$ cat config.mk
export PLATFORM = sky130hd
export DESIGN_NAME = issuer_top
export DESIGN_NICKNAME = d
export VERILOG_FILES = /design/src/hdl/issue_pkg.sv /design/src/hdl/issue_classify.sv /design/src/hdl/issue_dispatch.sv /design/src/hdl/issue_in_stage.sv /design/src/hdl/issuer_top.sv
export SDC_FILE = /design/constraint.sdc
export NUM_CORES = 1
export LEC_CHECK = 0
export ABC_AREA = 1
export BUFFER_PORTS_ARGS = -buffer_cell sky130_fd_sc_hd__buf_2
export CAP_MARGIN = 20
export CORE_AREA = 3 3 170 172
export CTS_BUF_LIST = sky130_fd_sc_hd__clkbuf_8
export DETAILED_ROUTE_END_ITERATION = 10
export DIE_AREA = 0 0 173 175
export GPL_ROUTABILITY_DRIVEN = 1
export PLACE_DENSITY = 0.85
export SYNTH_ARGS = -nofsm -noshare
export SYNTH_HDL_FRONTEND = slang
export SYNTH_HIERARCHICAL = 1
export SYNTH_SLANG_ARGS = --single-unit
export TNS_END_PERCENT = 50
$ cat constraint.sdc
create_clock -name clk -period 4.4 [get_ports clk]
set_clock_uncertainty 0.15 [all_clocks]
set_input_delay 0.88 -clock clk [delete_from_list [all_inputs] [get_ports clk]]
set_output_delay 0.88 -clock clk [all_outputs]
set_load 0.01 [all_outputs]
$ cat src/hdl/issue_pkg.sv
package issue_pkg;

    // Default widths, overridden through the top level parameters
    localparam int XLEN_DEF       = 32;
    localparam int REG_ADDR_W_DEF = 5;

    // Decoder opcode codes
    localparam int OPCODE_W = 6;

    localparam logic [OPCODE_W-1:0] OP_NOP    = 6'd0;
    localparam logic [OPCODE_W-1:0] OP_ADD    = 6'd1;
    localparam logic [OPCODE_W-1:0] OP_SUB    = 6'd2;
    localparam logic [OPCODE_W-1:0] OP_AND    = 6'd3;
    localparam logic [OPCODE_W-1:0] OP_OR     = 6'd4;
    localparam logic [OPCODE_W-1:0] OP_XOR    = 6'd5;
    localparam logic [OPCODE_W-1:0] OP_ADDI   = 6'd6;
    localparam logic [OPCODE_W-1:0] OP_ANDI   = 6'd7;
    localparam logic [OPCODE_W-1:0] OP_ORI    = 6'd8;
    localparam logic [OPCODE_W-1:0] OP_XORI   = 6'd9;
    localparam logic [OPCODE_W-1:0] OP_SLT    = 6'd10;
    localparam logic [OPCODE_W-1:0] OP_SLTU   = 6'd11;
    localparam logic [OPCODE_W-1:0] OP_SLTI   = 6'd12;
    localparam logic [OPCODE_W-1:0] OP_SLTIU  = 6'd13;
    localparam logic [OPCODE_W-1:0] OP_SLL    = 6'd14;
    localparam logic [OPCODE_W-1:0] OP_SRL    = 6'd15;
    localparam logic [OPCODE_W-1:0] OP_SRA    = 6'd16;
    localparam logic [OPCODE_W-1:0] OP_SLLI   = 6'd17;
    localparam logic [OPCODE_W-1:0] OP_SRLI   = 6'd18;
    localparam logic [OPCODE_W-1:0] OP_SRAI   = 6'd19;
    localparam logic [OPCODE_W-1:0] OP_MUL    = 6'd20;
    localparam logic [OPCODE_W-1:0] OP_MULH   = 6'd21;
    localparam logic [OPCODE_W-1:0] OP_MULHU  = 6'd22;
    localparam logic [OPCODE_W-1:0] OP_MULHSU = 6'd23;
    localparam logic [OPCODE_W-1:0] OP_DIV    = 6'd24;
    localparam logic [OPCODE_W-1:0] OP_DIVU   = 6'd25;
    localparam logic [OPCODE_W-1:0] OP_REM    = 6'd26;
    localparam logic [OPCODE_W-1:0] OP_REMU   = 6'd27;

    // Unit command codes, shared by register and immediate forms
    localparam int CMD_W = 5;

    localparam logic [CMD_W-1:0] CMD_NONE   = 5'd0;
    localparam logic [CMD_W-1:0] CMD_ADD    = 5'd1;
    localparam logic [CMD_W-1:0] CMD_SUB    = 5'd2;
    localparam logic [CMD_W-1:0] CMD_AND    = 5'd3;
    localparam logic [CMD_W-1:0] CMD_OR     = 5'd4;
    localparam logic [CMD_W-1:0] CMD_XOR    = 5'd5;
    localparam logic [CMD_W-1:0] CMD_SLT    = 5'd6;
    localparam logic [CMD_W-1:0] CMD_SLTU   = 5'd7;
    localparam logic [CMD_W-1:0] CMD_SLL    = 5'd8;
    localparam logic [CMD_W-1:0] CMD_SRL    = 5'd9;
    localparam logic [CMD_W-1:0] CMD_SRA    = 5'd10;
    localparam logic [CMD_W-1:0] CMD_MUL    = 5'd11;
    localparam logic [CMD_W-1:0] CMD_MULH   = 5'd12;
    localparam logic [CMD_W-1:0] CMD_MULHU  = 5'd13;
    localparam logic [CMD_W-1:0] CMD_MULHSU = 5'd14;
    localparam logic [CMD_W-1:0] CMD_DIV    = 5'd15;
    localparam logic [CMD_W-1:0] CMD_DIVU   = 5'd16;
    localparam logic [CMD_W-1:0] CMD_REM    = 5'd17;
    localparam logic [CMD_W-1:0] CMD_REMU   = 5'd18;

    // Execution units and their slot in the per-unit port vectors
    localparam int NUM_UNITS = 4;
    localparam int UNIT_W    = $clog2(NUM_UNITS);

    localparam logic [UNIT_W-1:0] UNIT_INT = 2'd0;
    localparam logic [UNIT_W-1:0] UNIT_CMP = 2'd1;
    localparam logic [UNIT_W-1:0] UNIT_MD0 = 2'd2;
    localparam logic [UNIT_W-1:0] UNIT_MD1 = 2'd3;

    // One-hot class request bits from classify to dispatch
    localparam int CLASS_W = 3;
    localparam int CLS_INT = 0;
    localparam int CLS_CMP = 1;
    localparam int CLS_MD  = 2;

endpackage

$ cat src/hdl/issue_classify.sv
`timescale 1ns/100ps

module issue_classify import issue_pkg::*; (
    input  logic [OPCODE_W-1:0] i_opcode,
    output logic [CLASS_W-1:0]  o_class_req,
    output logic [CMD_W-1:0]    o_cmd,
    output logic                o_use_imm
);

    // Opcode to unit command
    always_comb begin
        case (i_opcode)
            OP_ADD, OP_ADDI:   o_cmd = CMD_ADD;
            OP_SUB:            o_cmd = CMD_SUB;
            OP_AND, OP_ANDI:   o_cmd = CMD_AND;
            OP_OR, OP_ORI:     o_cmd = CMD_OR;
            OP_XOR, OP_XORI:   o_cmd = CMD_XOR;
            OP_SLT, OP_SLTI:   o_cmd = CMD_SLT;
            OP_SLTU, OP_SLTIU: o_cmd = CMD_SLTU;
            OP_SLL, OP_SLLI:   o_cmd = CMD_SLL;
            OP_SRL, OP_SRLI:   o_cmd = CMD_SRL;
            OP_SRA, OP_SRAI:   o_cmd = CMD_SRA;
            OP_MUL:            o_cmd = CMD_MUL;
            OP_MULH:           o_cmd = CMD_MULH;
            OP_MULHU:          o_cmd = CMD_MULHU;
            OP_MULHSU:         o_cmd = CMD_MULHSU;
            OP_DIV:            o_cmd = CMD_DIV;
            OP_DIVU:           o_cmd = CMD_DIVU;
            OP_REM:            o_cmd = CMD_REM;
            OP_REMU:           o_cmd = CMD_REMU;
            // NOP and anything unknown
            default:           o_cmd = CMD_NONE;
        endcase
    end

    // Unit class follows from the command
    always_comb begin
        o_class_req = '0;
        case (o_cmd)
            CMD_ADD, CMD_SUB, CMD_AND, CMD_OR, CMD_XOR: begin
                o_class_req[CLS_INT] = 1'b1;
            end
            CMD_SLT, CMD_SLTU: begin
                o_class_req[CLS_CMP] = 1'b1;
            end
            CMD_SLL, CMD_SRL, CMD_SRA,
            CMD_MUL, CMD_MULH, CMD_MULHU, CMD_MULHSU,
            CMD_DIV, CMD_DIVU, CMD_REM, CMD_REMU: begin
                o_class_req[CLS_MD] = 1'b1;
            end
            default: begin
                o_class_req = '0;
            end
        endcase
    end

    // Immediate forms take arg1 from the immediate
    assign o_use_imm = i_opcode inside {
        OP_ADDI, OP_ANDI, OP_ORI, OP_XORI,
        OP_SLTI, OP_SLTIU,
        OP_SLLI, OP_SRLI, OP_SRAI
    };

    // Immediate list and command table must agree on every opcode
    always_comb begin
        a_imm_has_class : assert (!(o_use_imm && o_class_req == '0))
            else $error("immediate select without a unit class");
    end

endmodule

$ cat src/hdl/issue_dispatch.sv
`timescale 1ns/100ps

module issue_dispatch import issue_pkg::*; #(
    parameter int XLEN       = XLEN_DEF,
    parameter int REG_ADDR_W = REG_ADDR_W_DEF
) (
    input  logic                                   clk,
    input  logic                                   rst_n,
    input  logic                                   i_flush,
    input  logic [CLASS_W-1:0]                     i_class_req,
    input  logic [CMD_W-1:0]                       i_cmd,
    input  logic                                   i_use_imm,
    input  logic [REG_ADDR_W-1:0]                  i_rd,
    input  logic [XLEN-1:0]                        i_imm,
    input  logic [XLEN-1:0]                        i_reg_rd0,
    input  logic [XLEN-1:0]                        i_reg_rd1,
    input  logic [NUM_UNITS-1:0]                   i_alu_busy,
    input  logic [NUM_UNITS-1:0]                   i_alu_error,
    input  logic                                   i_halt_pending,
    input  logic                                   i_dec_illegal,
    output logic                                   o_stall,
    output logic [NUM_UNITS-1:0][XLEN-1:0]         o_alu_arg0,
    output logic [NUM_UNITS-1:0][XLEN-1:0]         o_alu_arg1,
    output logic [NUM_UNITS-1:0][CMD_W-1:0]        o_alu_cmd,
    output logic [NUM_UNITS-1:0][REG_ADDR_W-1:0]   o_alu_rd,
    output logic                                   o_halt_needed
);

    logic [UNIT_W-1:0]    unit_sel;
    logic                 do_issue;
    logic [XLEN-1:0]      arg1;
    logic [NUM_UNITS-1:0] cmd_active;

    // Target unit and stall, MD1 only takes over when MD0 is busy
    always_comb begin
        unit_sel = UNIT_INT;
        o_stall  = 1'b0;
        if (i_class_req[CLS_INT]) begin
            unit_sel = UNIT_INT;
            o_stall  = i_alu_busy[UNIT_INT];
        end else if (i_class_req[CLS_CMP]) begin
            unit_sel = UNIT_CMP;
            o_stall  = i_alu_busy[UNIT_CMP];
        end else if (i_class_req[CLS_MD]) begin
            if (!i_alu_busy[UNIT_MD0]) begin
                unit_sel = UNIT_MD0;
            end else begin
                unit_sel = UNIT_MD1;
                o_stall  = i_alu_busy[UNIT_MD1];
            end
        end
    end

    assign do_issue = (|i_class_req) && !o_stall && !i_flush;
    assign arg1     = i_use_imm ? i_imm : i_reg_rd1;

    // Unit ports are a one-cycle pulse, idle slots read as all zero
    always_ff @(posedge clk or negedge rst_n) begin
        if (!rst_n) begin
            o_alu_arg0 <= '0;
            o_alu_arg1 <= '0;
            o_alu_cmd  <= {NUM_UNITS{CMD_NONE}};
            o_alu_rd   <= '0;
        end else begin
            for (int u = 0; u < NUM_UNITS; u++) begin
                o_alu_arg0[u] <= '0;
                o_alu_arg1[u] <= '0;
                o_alu_cmd[u]  <= CMD_NONE;
                o_alu_rd[u]   <= '0;
            end
            if (do_issue) begin
                o_alu_arg0[unit_sel] <= i_reg_rd0;
                o_alu_arg1[unit_sel] <= arg1;
                o_alu_cmd[unit_sel]  <= i_cmd;
                o_alu_rd[unit_sel]   <= i_rd;
            end
        end
    end

    // Any unit fault, a bad decode or a pending trap stops the core
    assign o_halt_needed = (|i_alu_error) | i_halt_pending | i_dec_illegal;

    always_comb begin
        for (int u = 0; u < NUM_UNITS; u++) begin
            cmd_active[u] = (o_alu_cmd[u] != CMD_NONE);
        end
    end

    // One instruction per cycle leaves the issuer
    a_single_issue : assert property (
        @(posedge clk) disable iff (!rst_n)
        $onehot0(cmd_active)
    ) else $error("more than one unit command in a cycle");

endmodule

$ cat src/hdl/issue_in_stage.sv
`timescale 1ns/100ps

module issue_in_stage import issue_pkg::*; #(
    parameter int XLEN       = XLEN_DEF,
    parameter int REG_ADDR_W = REG_ADDR_W_DEF
) (
    input  logic                  clk,
    input  logic                  rst_n,
    input  logic                  i_flush,
    input  logic                  i_stall,
    input  logic [OPCODE_W-1:0]   i_dec_opcode,
    input  logic [REG_ADDR_W-1:0] i_dec_rs1,
    input  logic [REG_ADDR_W-1:0] i_dec_rs2,
    input  logic [REG_ADDR_W-1:0] i_dec_rd,
    input  logic [XLEN-1:0]       i_dec_imm,
    output logic [OPCODE_W-1:0]   o_opcode,
    output logic [REG_ADDR_W-1:0] o_rd,
    output logic [XLEN-1:0]       o_imm,
    output logic [REG_ADDR_W-1:0] o_reg_ra0,
    output logic [REG_ADDR_W-1:0] o_reg_ra1
);

    logic [REG_ADDR_W-1:0] r_rs1;
    logic [REG_ADDR_W-1:0] r_rs2;

    // Held opcode, a NOP marks an empty slot
    always_ff @(posedge clk or negedge rst_n) begin
        if (!rst_n) begin
            o_opcode <= OP_NOP;
        end else if (i_flush) begin
            o_opcode <= OP_NOP;
        end else if (!i_stall) begin
            o_opcode <= i_dec_opcode;
        end
    end

    // Operand fields follow the opcode
    always_ff @(posedge clk) begin
        if (!i_stall) begin
            r_rs1 <= i_dec_rs1;
            r_rs2 <= i_dec_rs2;
            o_rd  <= i_dec_rd;
            o_imm <= i_dec_imm;
        end
    end

    // Register file read port, data comes back in the same cycle
    assign o_reg_ra0 = r_rs1;
    assign o_reg_ra1 = r_rs2;

    // A stalled instruction must wait in place for its unit
    a_hold_on_stall : assert property (
        @(posedge clk) disable iff (!rst_n)
        (i_stall && !i_flush) |=> $stable(o_opcode)
    ) else $error("held opcode changed under stall");

endmodule

$ cat src/hdl/issuer_top.sv
`timescale 1ns/100ps

module issuer_top import issue_pkg::*; #(
    parameter int XLEN       = XLEN_DEF,
    parameter int REG_ADDR_W = REG_ADDR_W_DEF
) (
    input  logic                                 clk,
    input  logic                                 rst_n,
    input  logic                                 i_flush,

    // Decoder side
    input  logic [OPCODE_W-1:0]                  i_dec_opcode,
    input  logic [REG_ADDR_W-1:0]                i_dec_rs1,
    input  logic [REG_ADDR_W-1:0]                i_dec_rs2,
    input  logic [REG_ADDR_W-1:0]                i_dec_rd,
    input  logic [XLEN-1:0]                      i_dec_imm,
    input  logic                                 i_dec_illegal,
    output logic                                 o_dec_busy,

    // Register file read port
    output logic [REG_ADDR_W-1:0]                o_reg_ra0,
    output logic [REG_ADDR_W-1:0]                o_reg_ra1,
    input  logic [XLEN-1:0]                      i_reg_rd0,
    input  logic [XLEN-1:0]                      i_reg_rd1,

    // Execution units
    output logic [NUM_UNITS-1:0][XLEN-1:0]       o_alu_arg0,
    output logic [NUM_UNITS-1:0][XLEN-1:0]       o_alu_arg1,
    output logic [NUM_UNITS-1:0][CMD_W-1:0]      o_alu_cmd,
    output logic [NUM_UNITS-1:0][REG_ADDR_W-1:0] o_alu_rd,
    input  logic [NUM_UNITS-1:0]                 i_alu_busy,
    input  logic [NUM_UNITS-1:0]                 i_alu_error,

    // Trap handling
    input  logic                                 i_halt_pending,
    output logic                                 o_halt_needed
);

    logic [OPCODE_W-1:0]   held_opcode;
    logic [REG_ADDR_W-1:0] held_rd;
    logic [XLEN-1:0]       held_imm;
    logic [CLASS_W-1:0]    class_req;
    logic [CMD_W-1:0]      unit_cmd;
    logic                  use_imm;
    logic                  stall;

    issue_in_stage #(
        .XLEN       (XLEN),
        .REG_ADDR_W (REG_ADDR_W)
    ) u_in_stage (
        .clk          (clk),
        .rst_n        (rst_n),
        .i_flush      (i_flush),
        .i_stall      (stall),
        .i_dec_opcode (i_dec_opcode),
        .i_dec_rs1    (i_dec_rs1),
        .i_dec_rs2    (i_dec_rs2),
        .i_dec_rd     (i_dec_rd),
        .i_dec_imm    (i_dec_imm),
        .o_opcode     (held_opcode),
        .o_rd         (held_rd),
        .o_imm        (held_imm),
        .o_reg_ra0    (o_reg_ra0),
        .o_reg_ra1    (o_reg_ra1)
    );

    issue_classify u_classify (
        .i_opcode    (held_opcode),
        .o_class_req (class_req),
        .o_cmd       (unit_cmd),
        .o_use_imm   (use_imm)
    );

    issue_dispatch #(
        .XLEN       (XLEN),
        .REG_ADDR_W (REG_ADDR_W)
    ) u_dispatch (
        .clk            (clk),
        .rst_n          (rst_n),
        .i_flush        (i_flush),
        .i_class_req    (class_req),
        .i_cmd          (unit_cmd),
        .i_use_imm      (use_imm),
        .i_rd           (held_rd),
        .i_imm          (held_imm),
        .i_reg_rd0      (i_reg_rd0),
        .i_reg_rd1      (i_reg_rd1),
        .i_alu_busy     (i_alu_busy),
        .i_alu_error    (i_alu_error),
        .i_halt_pending (i_halt_pending),
        .i_dec_illegal  (i_dec_illegal),
        .o_stall        (stall),
        .o_alu_arg0     (o_alu_arg0),
        .o_alu_arg1     (o_alu_arg1),
        .o_alu_cmd      (o_alu_cmd),
        .o_alu_rd       (o_alu_rd),
        .o_halt_needed  (o_halt_needed)
    );

    // Decoder holds while the issuer waits on a unit
    assign o_dec_busy = stall;

endmodule

==> flow_summary.toml <==
[floorplanning]
core.rowCount = 61
die_y_um = 175
start_util = 0.455
coreArea_um2 = 27600
die-area_um2 = 30300
die_w_um = 173
num_io_pins = 438

[pwr]
ir_drop_uv = 608
p_leak_nw = 8.85
total_power_mw = 11.1
power_density_nw_per_um2 = 682

[sta]
clock.fmax_ghz = 0.245
fin_ws_ns = 0.311
hold_viol_final = 0
min_period_over_period = 0.929
tightest_slew_ns = 0.921
hold_slack_ns = 0.237
fin_crit_ns = 4.09
slew_viol_final = 0
rsz0062_at_grt = "false"
finalSetupViolations = 0
tns_ns = 0
slew_headroom = 0.383

[grt]
grtUsageTotal = 0.226
grt_pass1_vias = 10200
grt_pass1_wl_um = 54300
grt_max_degree = 109
antenna_found_initial = 3
global_route.overflow_total = 0

[synth]
synthTopCellsByArea = "dfrtp_1 60%, edfxtp_1 11%, nand2_1 11%, nor2_1 9.3%, buf_2 1.9%"
ys_top_cells_by_count = "367 x nand2_1, 312 x nor2_1, 302 x dfrtp_1, 49 x buf_2"
syn-num-nets = 1368
synth.avg_cell_area_um2 = 10.2
yosysMostFrequentCell = "nand2_1"
ys_seq_area_frac = 0.713
ys_types = 27
synth_edf_count = 47
syn_area_um2 = 12600
syn_inst = 1232
synth_top_area_share = 0.601
yosys_most_used_dff = "dfrtp_1"
ys_ff_latch = 349
synth_async_sr_flop_share = 0.865
synth_top_cell_by_area = "dfrtp_1"
yosysWarnings = 6

[drt]
ant_nets = 0
wl_per_cell_um = 16.7
drcViolationCount = 0
vias_per_cell = 4.87
vias = 10200
dr.pass1.iters = 5
wl_um = 34800
drt_iter0_markers = 857

[clocking]
cts_sinks = 349
cts_root_buf = "clkbuf_8"
cts_buffers = 53
cts_tree = "done"
clock_path_buffers = 3
clock_latency_ns = 0.55
clkTransAtPathRegs_ns = 0.06
htreeDepth = 2
post_cts_buffers = 0

[placement]
dp.final_hpwl_um = 24200
gp_congestion = 0.921
port_buffers = 437
dp_slack_ns = 0.792

[worst_hold_path]
hold_class = "input pin to async pin"

[critical_path]
critical_path_class = "flop to primary output"
arrival_ns = 3.06
start_kind = "flop"
cp_max_fo = 10
critPathRequiredTime_ns = 3.37
end_kind = "primary output"

[job]
cap_viol_max_count = 0

[outcome]
status = "completed"

[final_layout]
post-route-util = 0.587
syn2layout_area_growth_pct = 28.8
drive_above_1_share = 0.322
finalNetCount = 1805
-- sequential cells by signal, summed over array words and instances, names as in the netlist, 6 cells and up --
signal / flops
u_dispatch/o_alu_arg0: 128
u_dispatch/o_alu_arg1: 128
u_dispatch/o_alu_cmd: 20
u_dispatch/o_alu_rd: 20
u_in_stage/o_imm: 32
u_in_stage/o_opcode: 6
-- layout by cell type (no fill, tap or decap), types with 6 or more instances in the layout --
master,instances
buf_2,436
nand2_1,367
nor2_1,310
dfrtp_1,302
inv_1,68
clkbuf_8,58
edfxtp_1,47
o21ai_0,35
nand3_1,13
buf_12,9
buf_4,9
clkinv_1,7
ha_1,6
-- worst max-delay path, cell delays in order (launching register included) --
cell	delay [ns]
dfrtp_1	0.54
ha_1	0.33
nor2_2	0.14
nor2_1	0.05
nand3_1	0.08
nand2_2	0.10
nand2_2	0.09
nand2_1	0.07
nor2_2	0.26
inv_1	0.14
nand3_1	0.09
nand2_1	0.05
inv_1	0.11
nand2_1	0.24
buf_2	0.23
-- power by group --
group          switching (mW)  total, mW  internal (mW)  leakage [nW]
clock                    1.16       2.49           1.32         0.589
sequential              0.209       4.15           3.94          4.66
combinational            3.27       4.41           1.14          3.60
total                    4.65       11.1           6.40          8.85
-- timing repair --
item / 4_1_cts / 5_1_grt
hold buffers: 0 / 0
endpoints found under the setup margin: 0 / 1
resized for setup: 0 / 1
-- worst paths after layout --
check | start | to | slack [ns] | depth (start not counted)
max | u_in_stage/o_opcode[2]$_DFFE_PN0P_ | o_dec_busy | 0.31 | 14
min in group clk | i_dec_rs1[0] | u_in_stage/o_reg_ra0[0]$_DFFE_PN_ | 0.34 | 1
max in group asynchronous | rst_n | u_dispatch/o_alu_arg1[19]$_DFF_PN0_ | 2.87 | 2
min | rst_n | u_dispatch/o_alu_arg0[7]$_DFF_PN0_ | 0.24 | 1
max reg2reg | u_in_stage/o_opcode[2]$_DFFE_PN0P_ | u_dispatch/o_alu_arg1[23]$_DFF_PN0_ | 0.92 | 13
min reg2reg | u_in_stage/o_rd[1]$_DFFE_PN_ | u_dispatch/o_alu_rd[11]$_DFF_PN0_ | 0.43 | 2
-- per-layer routing --
metal / track usage / share of wire / vias to the layer above
met1: 0.267 / 0.36 / 4818
met2: 0.382 / 0.49 / 619
met3: 0.0704 / 0.10 / 115
met5: 0 / 0.00098 / -
li1: - / - / 4615
met4: 0.103 / 0.047 / 4
-- layout make-up --
class	instances	area, um^2
Timing Repair Buffer	455	2440
Tap cell	378	473
Clock buffer	58	798
Inverter	51	191
Sequential cell	349	8970
Fill cell	2201	11400
Multi-Input combinational cell	759	3120
Clock inverter	37	204
Antenna cell	2	5.00
-- cell families (layout without fill, tap and decap cells) --
| group | count (synthesis) | in the layout | share of synthesized area |
|---|---|---|---|
| AO/OA/AOI/OAI | 39 | 39 | 0.0166 |
| buffers and inverters | 124 | 601 | 0.0428 |
| flip-flops | 349 | 349 | 0.713 |
| other | 0 | 2 | 0 |
| AND/OR/NAND/NOR | 714 | 714 | 0.222 |
| adder cells (fa/ha/maj) | 6 | 6 | 0.00597 |
-- per-stage QoR --
step           instances  area (um^2)
2_1_floorplan       1232        12600
3_3_place_gp        1992        15200
3_5_place_dp        1992        15200
4_1_cts             2087        16200
5_1_grt             2087        16200
6_report            2089        16200
No activity file was read; power rests on OpenSTA's default activity.
